==> src/hdl/calu_pkg.sv <==
package calu_pkg;

	////////////////////////////////////////////////////////////
	// widths
	////////////////////////////////////////////////////////////

	localparam int DATA_WIDTH = 16; // one component, Q1.15
	localparam int FRAC_BITS  = 15; // product scale of Q1.15 x Q1.15
	localparam int NUM_SLICES = 4;

	// multiply-add slice ports
	localparam int PORTA_WIDTH = 30;
	localparam int PORTB_WIDTH = 18;
	localparam int PORTC_WIDTH = 48;
	localparam int PORTP_WIDTH = 48;

	// input register + three slice stages
	localparam int CALU_LATENCY = 4;

	////////////////////////////////////////////////////////////
	// vector types
	////////////////////////////////////////////////////////////

	typedef logic [2*DATA_WIDTH-1:0] cplx_t; // {re, im}
	typedef logic [DATA_WIDTH-1:0]   comp_t;

	typedef logic [PORTA_WIDTH-1:0] porta_t;
	typedef logic [PORTB_WIDTH-1:0] portb_t;
	typedef logic [PORTC_WIDTH-1:0] portc_t;
	typedef logic [PORTP_WIDTH-1:0] portp_t;

	////////////////////////////////////////////////////////////
	// operation codes and slice modes
	////////////////////////////////////////////////////////////

	// x = din_1, y = din_2, z = din_3
	typedef enum logic [1:0] {
		OP_CMUL      = 2'd0, // x * y
		OP_CMUL_CONJ = 2'd1, // x * conj(y)
		OP_CMUL_ADD  = 2'd2, // x * y + z
		OP_LOAD_Z    = 2'd3  // z, multipliers idle
	} calu_op_t;

	// post-adder function of one slice
	typedef enum logic {
		ALU_Z_PLUS_M  = 1'b0,
		ALU_Z_MINUS_M = 1'b1
	} slice_alu_t;

endpackage

==> src/hdl/complex_alu.sv <==
`timescale 1ns/1ps

module complex_alu (
	input  logic                                         clk,
	input  logic                                         rst_n_i,
	input  calu_pkg::cplx_t                              din_1_i, // x = a + jb
	input  calu_pkg::cplx_t                              din_2_i, // y = c + jd
	input  calu_pkg::cplx_t                              din_3_i, // z = e + jf
	input  calu_pkg::slice_alu_t [calu_pkg::NUM_SLICES-1:0] slice_alu_i,
	input  logic [calu_pkg::NUM_SLICES-1:0]              use_z_i,
	input  logic [calu_pkg::NUM_SLICES-1:0]              use_mult_i,
	output calu_pkg::cplx_t                              dout_o
);

	// input registers, same edge as the decoder modes
	calu_pkg::cplx_t x_q, y_q, z_q;

	always_ff @(posedge clk) begin
		if (!rst_n_i) begin
			x_q <= '0;
			y_q <= '0;
			z_q <= '0;
		end else begin
			x_q <= din_1_i;
			y_q <= din_2_i;
			z_q <= din_3_i;
		end
	end

	////////////////////////////////////////////////////////////
	// operand split and sign extension
	////////////////////////////////////////////////////////////

	calu_pkg::comp_t  a, b, c, d, e, f;
	calu_pkg::porta_t c_ext, d_ext; // y parts drive port A
	calu_pkg::portb_t a_ext, b_ext; // x parts drive port B
	calu_pkg::portc_t e_scaled, f_scaled;

	assign {a, b} = x_q;
	assign {c, d} = y_q;
	assign {e, f} = z_q;

	assign c_ext = calu_pkg::porta_t'($signed(c));
	assign d_ext = calu_pkg::porta_t'($signed(d));
	assign a_ext = calu_pkg::portb_t'($signed(a));
	assign b_ext = calu_pkg::portb_t'($signed(b));

	// addend aligned with the Q2.30 products
	assign e_scaled = calu_pkg::portc_t'($signed(e)) << calu_pkg::FRAC_BITS;
	assign f_scaled = calu_pkg::portc_t'($signed(f)) << calu_pkg::FRAC_BITS;

	////////////////////////////////////////////////////////////
	// slices, slice 1 on the top bit of the mode vectors
	////////////////////////////////////////////////////////////

	calu_pkg::portp_t p_1, p_2, p_3, p_4;

	dsp_slice u_slice_1 ( // a * c (+ e)
		.clk(clk), .rst_n_i(rst_n_i),
		.a_i(c_ext), .b_i(a_ext), .c_i(e_scaled),
		.alu_i(slice_alu_i[3]), .use_z_i(use_z_i[3]), .use_mult_i(use_mult_i[3]),
		.p_o(p_1)
	);

	dsp_slice u_slice_2 ( // b * d
		.clk(clk), .rst_n_i(rst_n_i),
		.a_i(d_ext), .b_i(b_ext), .c_i('0),
		.alu_i(slice_alu_i[2]), .use_z_i(use_z_i[2]), .use_mult_i(use_mult_i[2]),
		.p_o(p_2)
	);

	dsp_slice u_slice_3 ( // b * c (+ f)
		.clk(clk), .rst_n_i(rst_n_i),
		.a_i(c_ext), .b_i(b_ext), .c_i(f_scaled),
		.alu_i(slice_alu_i[1]), .use_z_i(use_z_i[1]), .use_mult_i(use_mult_i[1]),
		.p_o(p_3)
	);

	dsp_slice u_slice_4 ( // a * d
		.clk(clk), .rst_n_i(rst_n_i),
		.a_i(d_ext), .b_i(a_ext), .c_i('0),
		.alu_i(slice_alu_i[0]), .use_z_i(use_z_i[0]), .use_mult_i(use_mult_i[0]),
		.p_o(p_4)
	);

	// signs already applied in the slices, so always add
	calu_pkg::portp_t sum_re, sum_im;
	calu_pkg::portp_t shr_re, shr_im;

	assign sum_re = p_1 + p_2;
	assign sum_im = p_3 + p_4;
	assign shr_re = $signed(sum_re) >>> calu_pkg::FRAC_BITS;
	assign shr_im = $signed(sum_im) >>> calu_pkg::FRAC_BITS;

	assign dout_o = {shr_re[calu_pkg::DATA_WIDTH-1:0], shr_im[calu_pkg::DATA_WIDTH-1:0]};

endmodule

==> src/hdl/complex_alu_top.sv <==
`timescale 1ns/1ps

module complex_alu_top (
	input  logic               clk,
	input  logic               rst_n_i,
	input  calu_pkg::calu_op_t op_i,
	input  logic               valid_i,
	input  calu_pkg::cplx_t    din_1_i, // x
	input  calu_pkg::cplx_t    din_2_i, // y
	input  calu_pkg::cplx_t    din_3_i, // z, addend
	output calu_pkg::cplx_t    dout_o,
	output logic               valid_o
);

	// per-slice modes, decoder to core
	calu_pkg::slice_alu_t [calu_pkg::NUM_SLICES-1:0] slice_alu;
	logic [calu_pkg::NUM_SLICES-1:0]                 use_z;
	logic [calu_pkg::NUM_SLICES-1:0]                 use_mult;

	complex_op_decoder u_decoder (
		.clk         (clk),
		.rst_n_i     (rst_n_i),
		.op_i        (op_i),
		.valid_i     (valid_i),
		.slice_alu_o (slice_alu),
		.use_z_o     (use_z),
		.use_mult_o  (use_mult),
		.valid_o     (valid_o)
	);

	complex_alu u_core (
		.clk         (clk),
		.rst_n_i     (rst_n_i),
		.din_1_i     (din_1_i),
		.din_2_i     (din_2_i),
		.din_3_i     (din_3_i),
		.slice_alu_i (slice_alu),
		.use_z_i     (use_z),
		.use_mult_i  (use_mult),
		.dout_o      (dout_o)
	);

endmodule

==> src/hdl/complex_op_decoder.sv <==
`timescale 1ns/1ps

module complex_op_decoder (
	input  logic                                            clk,
	input  logic                                            rst_n_i,
	input  calu_pkg::calu_op_t                              op_i,
	input  logic                                            valid_i,
	output calu_pkg::slice_alu_t [calu_pkg::NUM_SLICES-1:0] slice_alu_o,
	output logic [calu_pkg::NUM_SLICES-1:0]                 use_z_o,
	output logic [calu_pkg::NUM_SLICES-1:0]                 use_mult_o,
	output logic                                            valid_o
);

	////////////////////////////////////////////////////////////
	// mode table, bit 3 is slice 1 and bit 0 is slice 4
	////////////////////////////////////////////////////////////

	calu_pkg::slice_alu_t [calu_pkg::NUM_SLICES-1:0] alu_d;
	logic [calu_pkg::NUM_SLICES-1:0]                 use_z_d;
	logic [calu_pkg::NUM_SLICES-1:0]                 use_mult_d;

	always_comb begin
		for (int i = 0; i < calu_pkg::NUM_SLICES; i++) begin
			alu_d[i] = calu_pkg::ALU_Z_PLUS_M;
		end
		use_z_d    = '0;
		use_mult_d = '0;
		case (op_i)
			calu_pkg::OP_CMUL: begin
				use_mult_d = 4'b1111;
				alu_d[2]   = calu_pkg::ALU_Z_MINUS_M; // -bd
			end
			calu_pkg::OP_CMUL_CONJ: begin
				use_mult_d = 4'b1111;
				alu_d[0]   = calu_pkg::ALU_Z_MINUS_M; // -ad
			end
			calu_pkg::OP_CMUL_ADD: begin
				use_mult_d = 4'b1111;
				use_z_d    = 4'b1010; // e on slice 1, f on slice 3
				alu_d[2]   = calu_pkg::ALU_Z_MINUS_M;
			end
			calu_pkg::OP_LOAD_Z: begin
				use_z_d = 4'b1010; // multipliers stay off
			end
			default: begin
				use_mult_d = '0;
			end
		endcase
	end

	// modes follow op_i even when idle
	always_ff @(posedge clk) begin
		if (!rst_n_i) begin
			for (int i = 0; i < calu_pkg::NUM_SLICES; i++) begin
				slice_alu_o[i] <= calu_pkg::ALU_Z_PLUS_M;
			end
			use_z_o    <= '0;
			use_mult_o <= '0;
		end else begin
			slice_alu_o <= alu_d;
			use_z_o     <= use_z_d;
			use_mult_o  <= use_mult_d;
		end
	end

	////////////////////////////////////////////////////////////
	// valid delay line
	////////////////////////////////////////////////////////////

	logic [calu_pkg::CALU_LATENCY-1:0] valid_sr;

	always_ff @(posedge clk) begin
		if (!rst_n_i) begin
			valid_sr <= '0;
		end else begin
			valid_sr <= {valid_sr[calu_pkg::CALU_LATENCY-2:0], valid_i};
		end
	end

	assign valid_o = valid_sr[calu_pkg::CALU_LATENCY-1]; // lines up with P

endmodule

==> src/hdl/dsp_slice.sv <==
`timescale 1ns/1ps

module dsp_slice (
	input  logic                 clk,
	input  logic                 rst_n_i,
	input  calu_pkg::porta_t     a_i,
	input  calu_pkg::portb_t     b_i,
	input  calu_pkg::portc_t     c_i,
	input  calu_pkg::slice_alu_t alu_i,
	input  logic                 use_z_i,
	input  logic                 use_mult_i,
	output calu_pkg::portp_t     p_o
);

	////////////////////////////////////////////////////////////
	// stage 1: operand and mode registers
	////////////////////////////////////////////////////////////

	calu_pkg::porta_t     a_q;
	calu_pkg::portb_t     b_q;
	calu_pkg::portc_t     c_q;
	calu_pkg::slice_alu_t alu_s1;
	logic                 use_z_s1;
	logic                 use_mult_s1;

	always_ff @(posedge clk) begin
		if (!rst_n_i) begin
			a_q         <= '0;
			b_q         <= '0;
			c_q         <= '0;
			alu_s1      <= calu_pkg::ALU_Z_PLUS_M;
			use_z_s1    <= 1'b0;
			use_mult_s1 <= 1'b0;
		end else begin
			a_q         <= a_i;
			b_q         <= b_i;
			c_q         <= c_i;
			alu_s1      <= alu_i;
			use_z_s1    <= use_z_i;
			use_mult_s1 <= use_mult_i;
		end
	end

	////////////////////////////////////////////////////////////
	// stage 2: product M and addend Z
	////////////////////////////////////////////////////////////

	calu_pkg::portp_t     mult;   // full signed 30x18 product
	calu_pkg::portp_t     m_q;
	calu_pkg::portc_t     z_q;
	calu_pkg::slice_alu_t alu_s2; // follows the data down the pipe

	// both operands signed, so the product sign-extends to 48 bits
	assign mult = $signed(a_q) * $signed(b_q);

	always_ff @(posedge clk) begin
		if (!rst_n_i) begin
			m_q    <= '0;
			z_q    <= '0;
			alu_s2 <= calu_pkg::ALU_Z_PLUS_M;
		end else begin
			m_q    <= use_mult_s1 ? mult : '0;
			z_q    <= use_z_s1 ? c_q : '0;
			alu_s2 <= alu_s1;
		end
	end

	////////////////////////////////////////////////////////////
	// stage 3: post-adder
	////////////////////////////////////////////////////////////

	calu_pkg::portp_t p_q;

	always_ff @(posedge clk) begin
		if (!rst_n_i) begin
			p_q <= '0;
		end else begin
			if (alu_s2 == calu_pkg::ALU_Z_MINUS_M) begin
				p_q <= z_q - m_q;
			end else begin
				p_q <= z_q + m_q;
			end
		end
	end

	assign p_o = p_q;

endmodule

==> config.mk <==
export PLATFORM = sky130hd
export DESIGN_NAME = complex_alu_top
export DESIGN_NICKNAME = d
export VERILOG_FILES = /design/src/hdl/calu_pkg.sv /design/src/hdl/complex_alu.sv /design/src/hdl/complex_alu_top.sv /design/src/hdl/complex_op_decoder.sv /design/src/hdl/dsp_slice.sv
export SDC_FILE = /design/constraint.sdc
export NUM_CORES = 2
export LEC_CHECK = 0
export ABC_AREA = 1
export BUFFER_PORTS_ARGS = -buffer_cell sky130_fd_sc_hd__buf_2
export CAP_MARGIN = 0
export CORE_MARGIN = 2
export CORE_UTILIZATION = 35
export DETAILED_ROUTE_END_ITERATION = 10
export GPL_TIMING_DRIVEN = 1
export PLACE_DENSITY = 0.48
export SLEW_MARGIN = 15
export SYNTH_ARGS = -nofsm -noshare
export SYNTH_HDL_FRONTEND = slang
export SYNTH_SLANG_ARGS = --single-unit
==> constraint.sdc <==
create_clock -name clk -period 5.2 [get_ports clk]
set_input_delay 0.52 -clock clk [delete_from_list [all_inputs] [get_ports clk]]
set_output_delay 0.52 -clock clk [all_outputs]
set_load 0.005 [all_outputs]
==> Word level (Yosys, flattened, before mapping) <==
Cells that the tools add are included.
{ "word_totals": {"reg_bits": 530, "input_bits": 101, "out_inout_bits": 33, "elab_cells": 71} }
{ "op_classes": {"addsub": 8, "mul": 4, "eq_ne": 3, "muxes": 8, "n_reduce_logical": 10} }
{ "op_table": {"columns": ["operator", "count"], "rows": [
  ["$add A31 B31 Y31", 4],
  ["$mul A16 B16 Y31", 4],
  ["$mux W31", 4],
  ["$sub A1 B31 Y31 const A", 2],
  ["$sub A31 B31 Y31", 2],
  ["$reduce_and A2 Y1", 6],
  ["$mux W4", 2],
  ["$eq A2 B2 Y1 const B", 2],
  ["$reduce_or A2 Y1", 2],
  ["$reduce_or A3 Y1", 1],
  ["$eq A2 B1 Y1 const B", 1],
  ["$logic_not A2 Y1", 1],
  ["$mux W1", 2]
]} }

==> Depth between registers and ports, before layout <==
{ "depth": {"depth_word": 3, "depth_mapped": 27, "ltp_nobuf": 26} }

==> Hierarchy <==
Synthesis repeated with hierarchy kept, for this count alone.
{ "hier_totals": {"cells_unflattened": 20145, "area_unflattened_um2": 138385.2} }
{ "modules_own_cells": {"columns": ["module", "n_inst", "cells_per_inst", "area_each_um2", "seq_area_each_um2"], "rows": [
  ["dsp_slice (u_core.u_slice_3)", 1, 4753, 32922.8, 4884.7],
  ["dsp_slice (u_core.u_slice_4)", 1, 4730, 32812.7, 4884.7],
  ["dsp_slice (u_core.u_slice_2)", 1, 4676, 32755.2, 4884.7],
  ["dsp_slice (u_core.u_slice_1)", 1, 4687, 32517.4, 4884.7],
  ["complex_alu", 1, 1266, 7088.0, 1921.8],
  ["complex_op_decoder", 1, 33, 289.0, 160.2]
]} }

==> Worst setup path before layout <==
OpenSTA, ideal clock, no wires.
{ "synth_path": {"path_kind": "reg-to-reg", "startpoint": "register, netlist name u_core.u_slice_1.a_q[15]", "endpoint": "register u_core.u_slice_1.m_q[25]", "setup_time_ns": 0.113, "t_arrival_ns": 5.548, "t_required_ns": 5.087, "slack_ns": -0.461, "path_stages_with_launch": 27, "path_buffers": 2, "period_less_slack_ns": 5.661, "cell_sequence": "dfxtp_1 > buf_4 > clkbuf_1 > nand2_1 > inv_1 > fa_1 > inv_1 > fa_1 > inv_1 > fa_1 > fa_1 > fa_1 > inv_1 > fa_1 > inv_1 > ha_1 > nand2_1 > nor2_1 > inv_1 > nor2_1 > inv_1 > nor2_1 > nand2_1 > o211ai_1 > nand2_1 > nand2_1 > nor2_1"} }
{ "synth_via": {"elab_chain_cells": 1} }
{ "synth_lines": {"columns": ["element", "line", "text"], "rows": [
  ["$mul A16 B16 Y31", "dsp_slice.sv:54", "assign mult = $signed(a_q) * $signed(b_q);"],
  ["end signal: assignment", "dsp_slice.sv:62", "m_q <= use_mult_s1 ? mult : '0;"],
  ["end: declaration", "dsp_slice.sv:49", "calu_pkg::portp_t m_q;"]
]} }
No other way between the ends.
A chain may end at the register's enable or synchronous reset.

==> Worst setup path in the final report <==
{ "layout_path": {"startpoint": "register, netlist name u_core.u_slice_1.a_q[15]", "endpoint": "register u_core.u_slice_1.m_q[25]"} }
{ "layout_via": {"elab_chain_cells": 1} }
{ "layout_lines": {"columns": ["element", "line"], "rows": [
  ["$mul A16 B16 Y31", "dsp_slice.sv:54"]
]} }
No other way between the ends.

==> run_results.csv <==
group,metric,value,unit
final_layout,layout_commonest_cell,"inv_1",
global_route,grtUsageTotal,0.231,
floorplanning,die_height,419,µm
power_and_ir_drop,p_seq_frac,0.307,
global_route,grt_max_degree,128,
power_and_ir_drop,swShare,0.336,
clocking,insertion_delay,720,ps
critical_path,critPathMaxStageDelay,580,ps
critical_path,worst_setup_path_end_kind,"flip-flop",
logic_synthesis,syn-instance-count,7943,
global_route,overflow,0,
power_and_ir_drop,pwr-share-clk,0.396,
drt,viasPerCell,4.60,
outcome,violations,"setup timing",
placement,dp_hpwl,154000,µm
power_and_ir_drop,internal_power,8.49,mW
critical_path,cp_data_arrival_time,6080,ps
power_and_ir_drop,p_comb_frac,0.297,
logic_synthesis,ys.flop_type,"dfxtp_1",
sta,tightest_slew,956,ps
drt,dr.pass1.iters,5,
logic_synthesis,syn-mean-instance-area,7.58,µm²
drt,vias,51900,
placement,port_buffers,133,
clocking,clock_path_buffers,3,
floorplanning,die_w,419,µm
logic_synthesis,yosys_warnings,0,
drt,wl_per_cell,17.8,µm
global_route,met3_usage,0.0263,
critical_path,path_max_fanout,7,
outcome,outcome,"finished with violations",
power_and_ir_drop,ir_worst_vdd,0.000250,V
sta,rsz0062_at_grt,"yes",
logic_synthesis,yosysSeqAreaShare,0.162,
drt,drtIter0Drc,2726,
drt,ant_nets,0,
floorplanning,start_util,0.351,
global_route,grt_pass1_vias,55100,
floorplanning,rows,152,
power_and_ir_drop,power_density,160,nW/µm²
clocking,cts_tree,"built",
sta,post-route-period-util,1.05,
critical_path,start_kind,"flip-flop",
sta,setup_viol,66,
final_layout,fillers,17000,
run,maxCapViolations,0,
logic_synthesis,synth.distinct_cells,53,
global_route,use_met1,0.288,
clocking,clockRootBuffer,"clkbuf_16",
sta,period_needed,5480,ps
critical_path,cp.required,5790,ps
logic_synthesis,ys_async_sr_fraction,0,
logic_synthesis,synth_edf_count,0,
sta,setup-tns-final,-8960,ps
critical_path,crit_top_cell,"fa_1",
clocking,clock-sinks,486,
sta,skew,54.9,ps
clocking,h-tree-depth,3,
floorplanning,ioPinCount,134,
sta,layout_setup_ws,-284,ps
final_layout,nets,10400,
drt,wl,201000,µm
clocking,clk_pin_slew,60,ps
floorplanning,core_area,171000,µm²
sta,slew_headroom,0.361,
global_route,grt_busiest_layer,"met2",
clocking,cts_buffers,67,
critical_path,critPathSlowestCell,"fa_2",
floorplanning,die_area,175000,µm²
critical_path,cp_top_family,"adder cells",
logic_synthesis,synthesis.nets,9480,
critical_path,criticalPathCategory,"reg -> reg",
drt,drc,0,
sta,hold_violations,0,
logic_synthesis,synth_area,60200,µm²
hold_path,hp-class,"in -> reg",
sta,slew_violations,0,
placement,globalplace.congestion,0.899,
final_layout,syn2layout_area_growth,32.9,%
power_and_ir_drop,p_leak,44.5,nW
global_route,met2_usage,0.406,
global_route,grt_pass1_wl,311000,µm
logic_synthesis,synth-seq-cells,486,
sta,hold_slack,57.5,ps
placement,dp.cells,10800,
final_layout,drive_gt1_frac,0.242,
sta,max_freq,182,MHz
final_layout,fin_cells,11300,
global_route,grt_antenna_before_repair,3,
power_and_ir_drop,p_switching,4.30,mW
critical_path,path_buf_inv,11,
final_layout,final_cell_mix,"2010 x inv_1, 1747 x nand2_1, 949 x fa_1",
-- Yosys cell counts (7+ instances only) --
library cell / instances / area [µm²]
a21oi_1: 384 / 1920
nor2_1: 469 / 1760
xor2_1: 25 / 219
o21ai_1: 10 / 50.1
buf_1: 11 / 41.3
nand2_1: 1959 / 7350
fa_1: 1026 / 20500
a21boi_0: 8 / 60.1
o211ai_1: 11 / 82.6
o21ai_0: 210 / 1050
nor4_1: 10 / 62.6
nand3_1: 183 / 916
dfxtp_1: 486 / 9730
o21bai_1: 30 / 225
a31oi_1: 12 / 75.1
buf_2: 11 / 55.1
inv_1: 2203 / 8270
nand2_2: 7 / 43.8
nand3b_1: 15 / 113
xnor2_1: 16 / 140
ha_1: 410 / 5130
nor3_1: 58 / 290
o21a_1: 33 / 248
clkbuf_1: 227 / 852
a21o_1: 19 / 143
nand4_1: 39 / 244
-- cell families (layout without fill, tap and decap cells) --
family | Yosys count | count (layout) | share of synthesized area
adders and majority gates | 1436 | 1436 | 0.426
DFF | 486 | 486 | 0.162
AOI/OAI and AO/OA | 741 | 741 | 0.0675
buffers and inverters | 2462 | 3474 | 0.154
xor gates and xnor gates | 41 | 41 | 0.00596
and+or+nand+nor | 2777 | 2777 | 0.185
other | 0 | 2 | 0
-- sequential cells by signal, summed over array words and instances, names as in the netlist, 31 cells and up --
name                  cells
u_core.x_q               32
u_core.y_q               32
u_core.z_q               32
u_core.u_slice_1.m_q     31
u_core.u_slice_1.p_o     31
u_core.u_slice_2.m_q     31
u_core.u_slice_2.p_o     31
u_core.u_slice_3.m_q     31
u_core.u_slice_3.p_o     31
u_core.u_slice_4.m_q     31
u_core.u_slice_4.p_o     31
-- metal layers --
metal	vias to the layer above	routed length [µm]
met4	0	8500
met1	25500	85000
met2	993	99600
met3	303	8000
li1	25100	-
met5	-	0
-- final cells by class --
| type | count | area, µm² | share of cell area |
|---|---|---|---|
| timing repair buffer | 1145 | 10900 | 0.136 |
| clock buffer | 85 | 1870 | 0.0234 |
| inverter | 2207 | 8320 | 0.104 |
| clock inverter | 37 | 583 | 0.00728 |
| tap | 2310 | 2890 | 0.0361 |
| antenna | 2 | 5.00 | 0.0000625 |
| multi-input combinational | 4995 | 45700 | 0.571 |
| sequential | 486 | 9830 | 0.123 |
-- worst min-delay path, stage by stage --
cell	delay, ps
buf_2	80
nand2_1	50
inv_1	60
-- final timing paths --
kind,startpoint,depth (start not counted),to,slack (ps)
setup reg to reg,u_core.u_slice_1.a_q[15],28,u_core.u_slice_1.m_q[25],-280
setup / recovery,u_core.u_slice_1.a_q[15],28,u_core.u_slice_1.m_q[25],-280
hold reg to reg,u_core.u_slice_1.m_q[3],2,u_core.u_slice_1.p_o[3],390
hold / removal,din_3_i[30],3,u_core.z_q[30],60
-- power groups by stage --
stage	registers, mW	logic (mW)	clock network [mW]
floorplan	3.96	1.62	0
global placement	4.00	2.83	0
detailed placement	4.00	2.84	0
CTS	3.93	3.49	5.25
global route	3.93	4.16	5.38
finish	3.93	3.80	5.07
-- timing repair --
item                                    4_1_cts  5_1_grt
resized for setup                           802      616
hold buffers                                 92        0
endpoints found under the setup margin       80       88
cloned                                       20        6
buffers inserted                            138      101
pin swaps                                   269      366
endpoints found under the hold margin        94        0
-- per-stage QoR --
step	instance area, µm²	worst slack, ps	power, mW	util
after floorplan	60400	-48.9	5.58	-
after global placement	69100	-562	6.83	0.403
after detailed placement	69100	-623	6.84	0.403
after CTS	77300	-330	12.7	0.451
after global routing	80100	-556	13.5	0.467
final	80100	-284	12.8	0.467
Note: power is estimated with default switching activity, not from simulation.
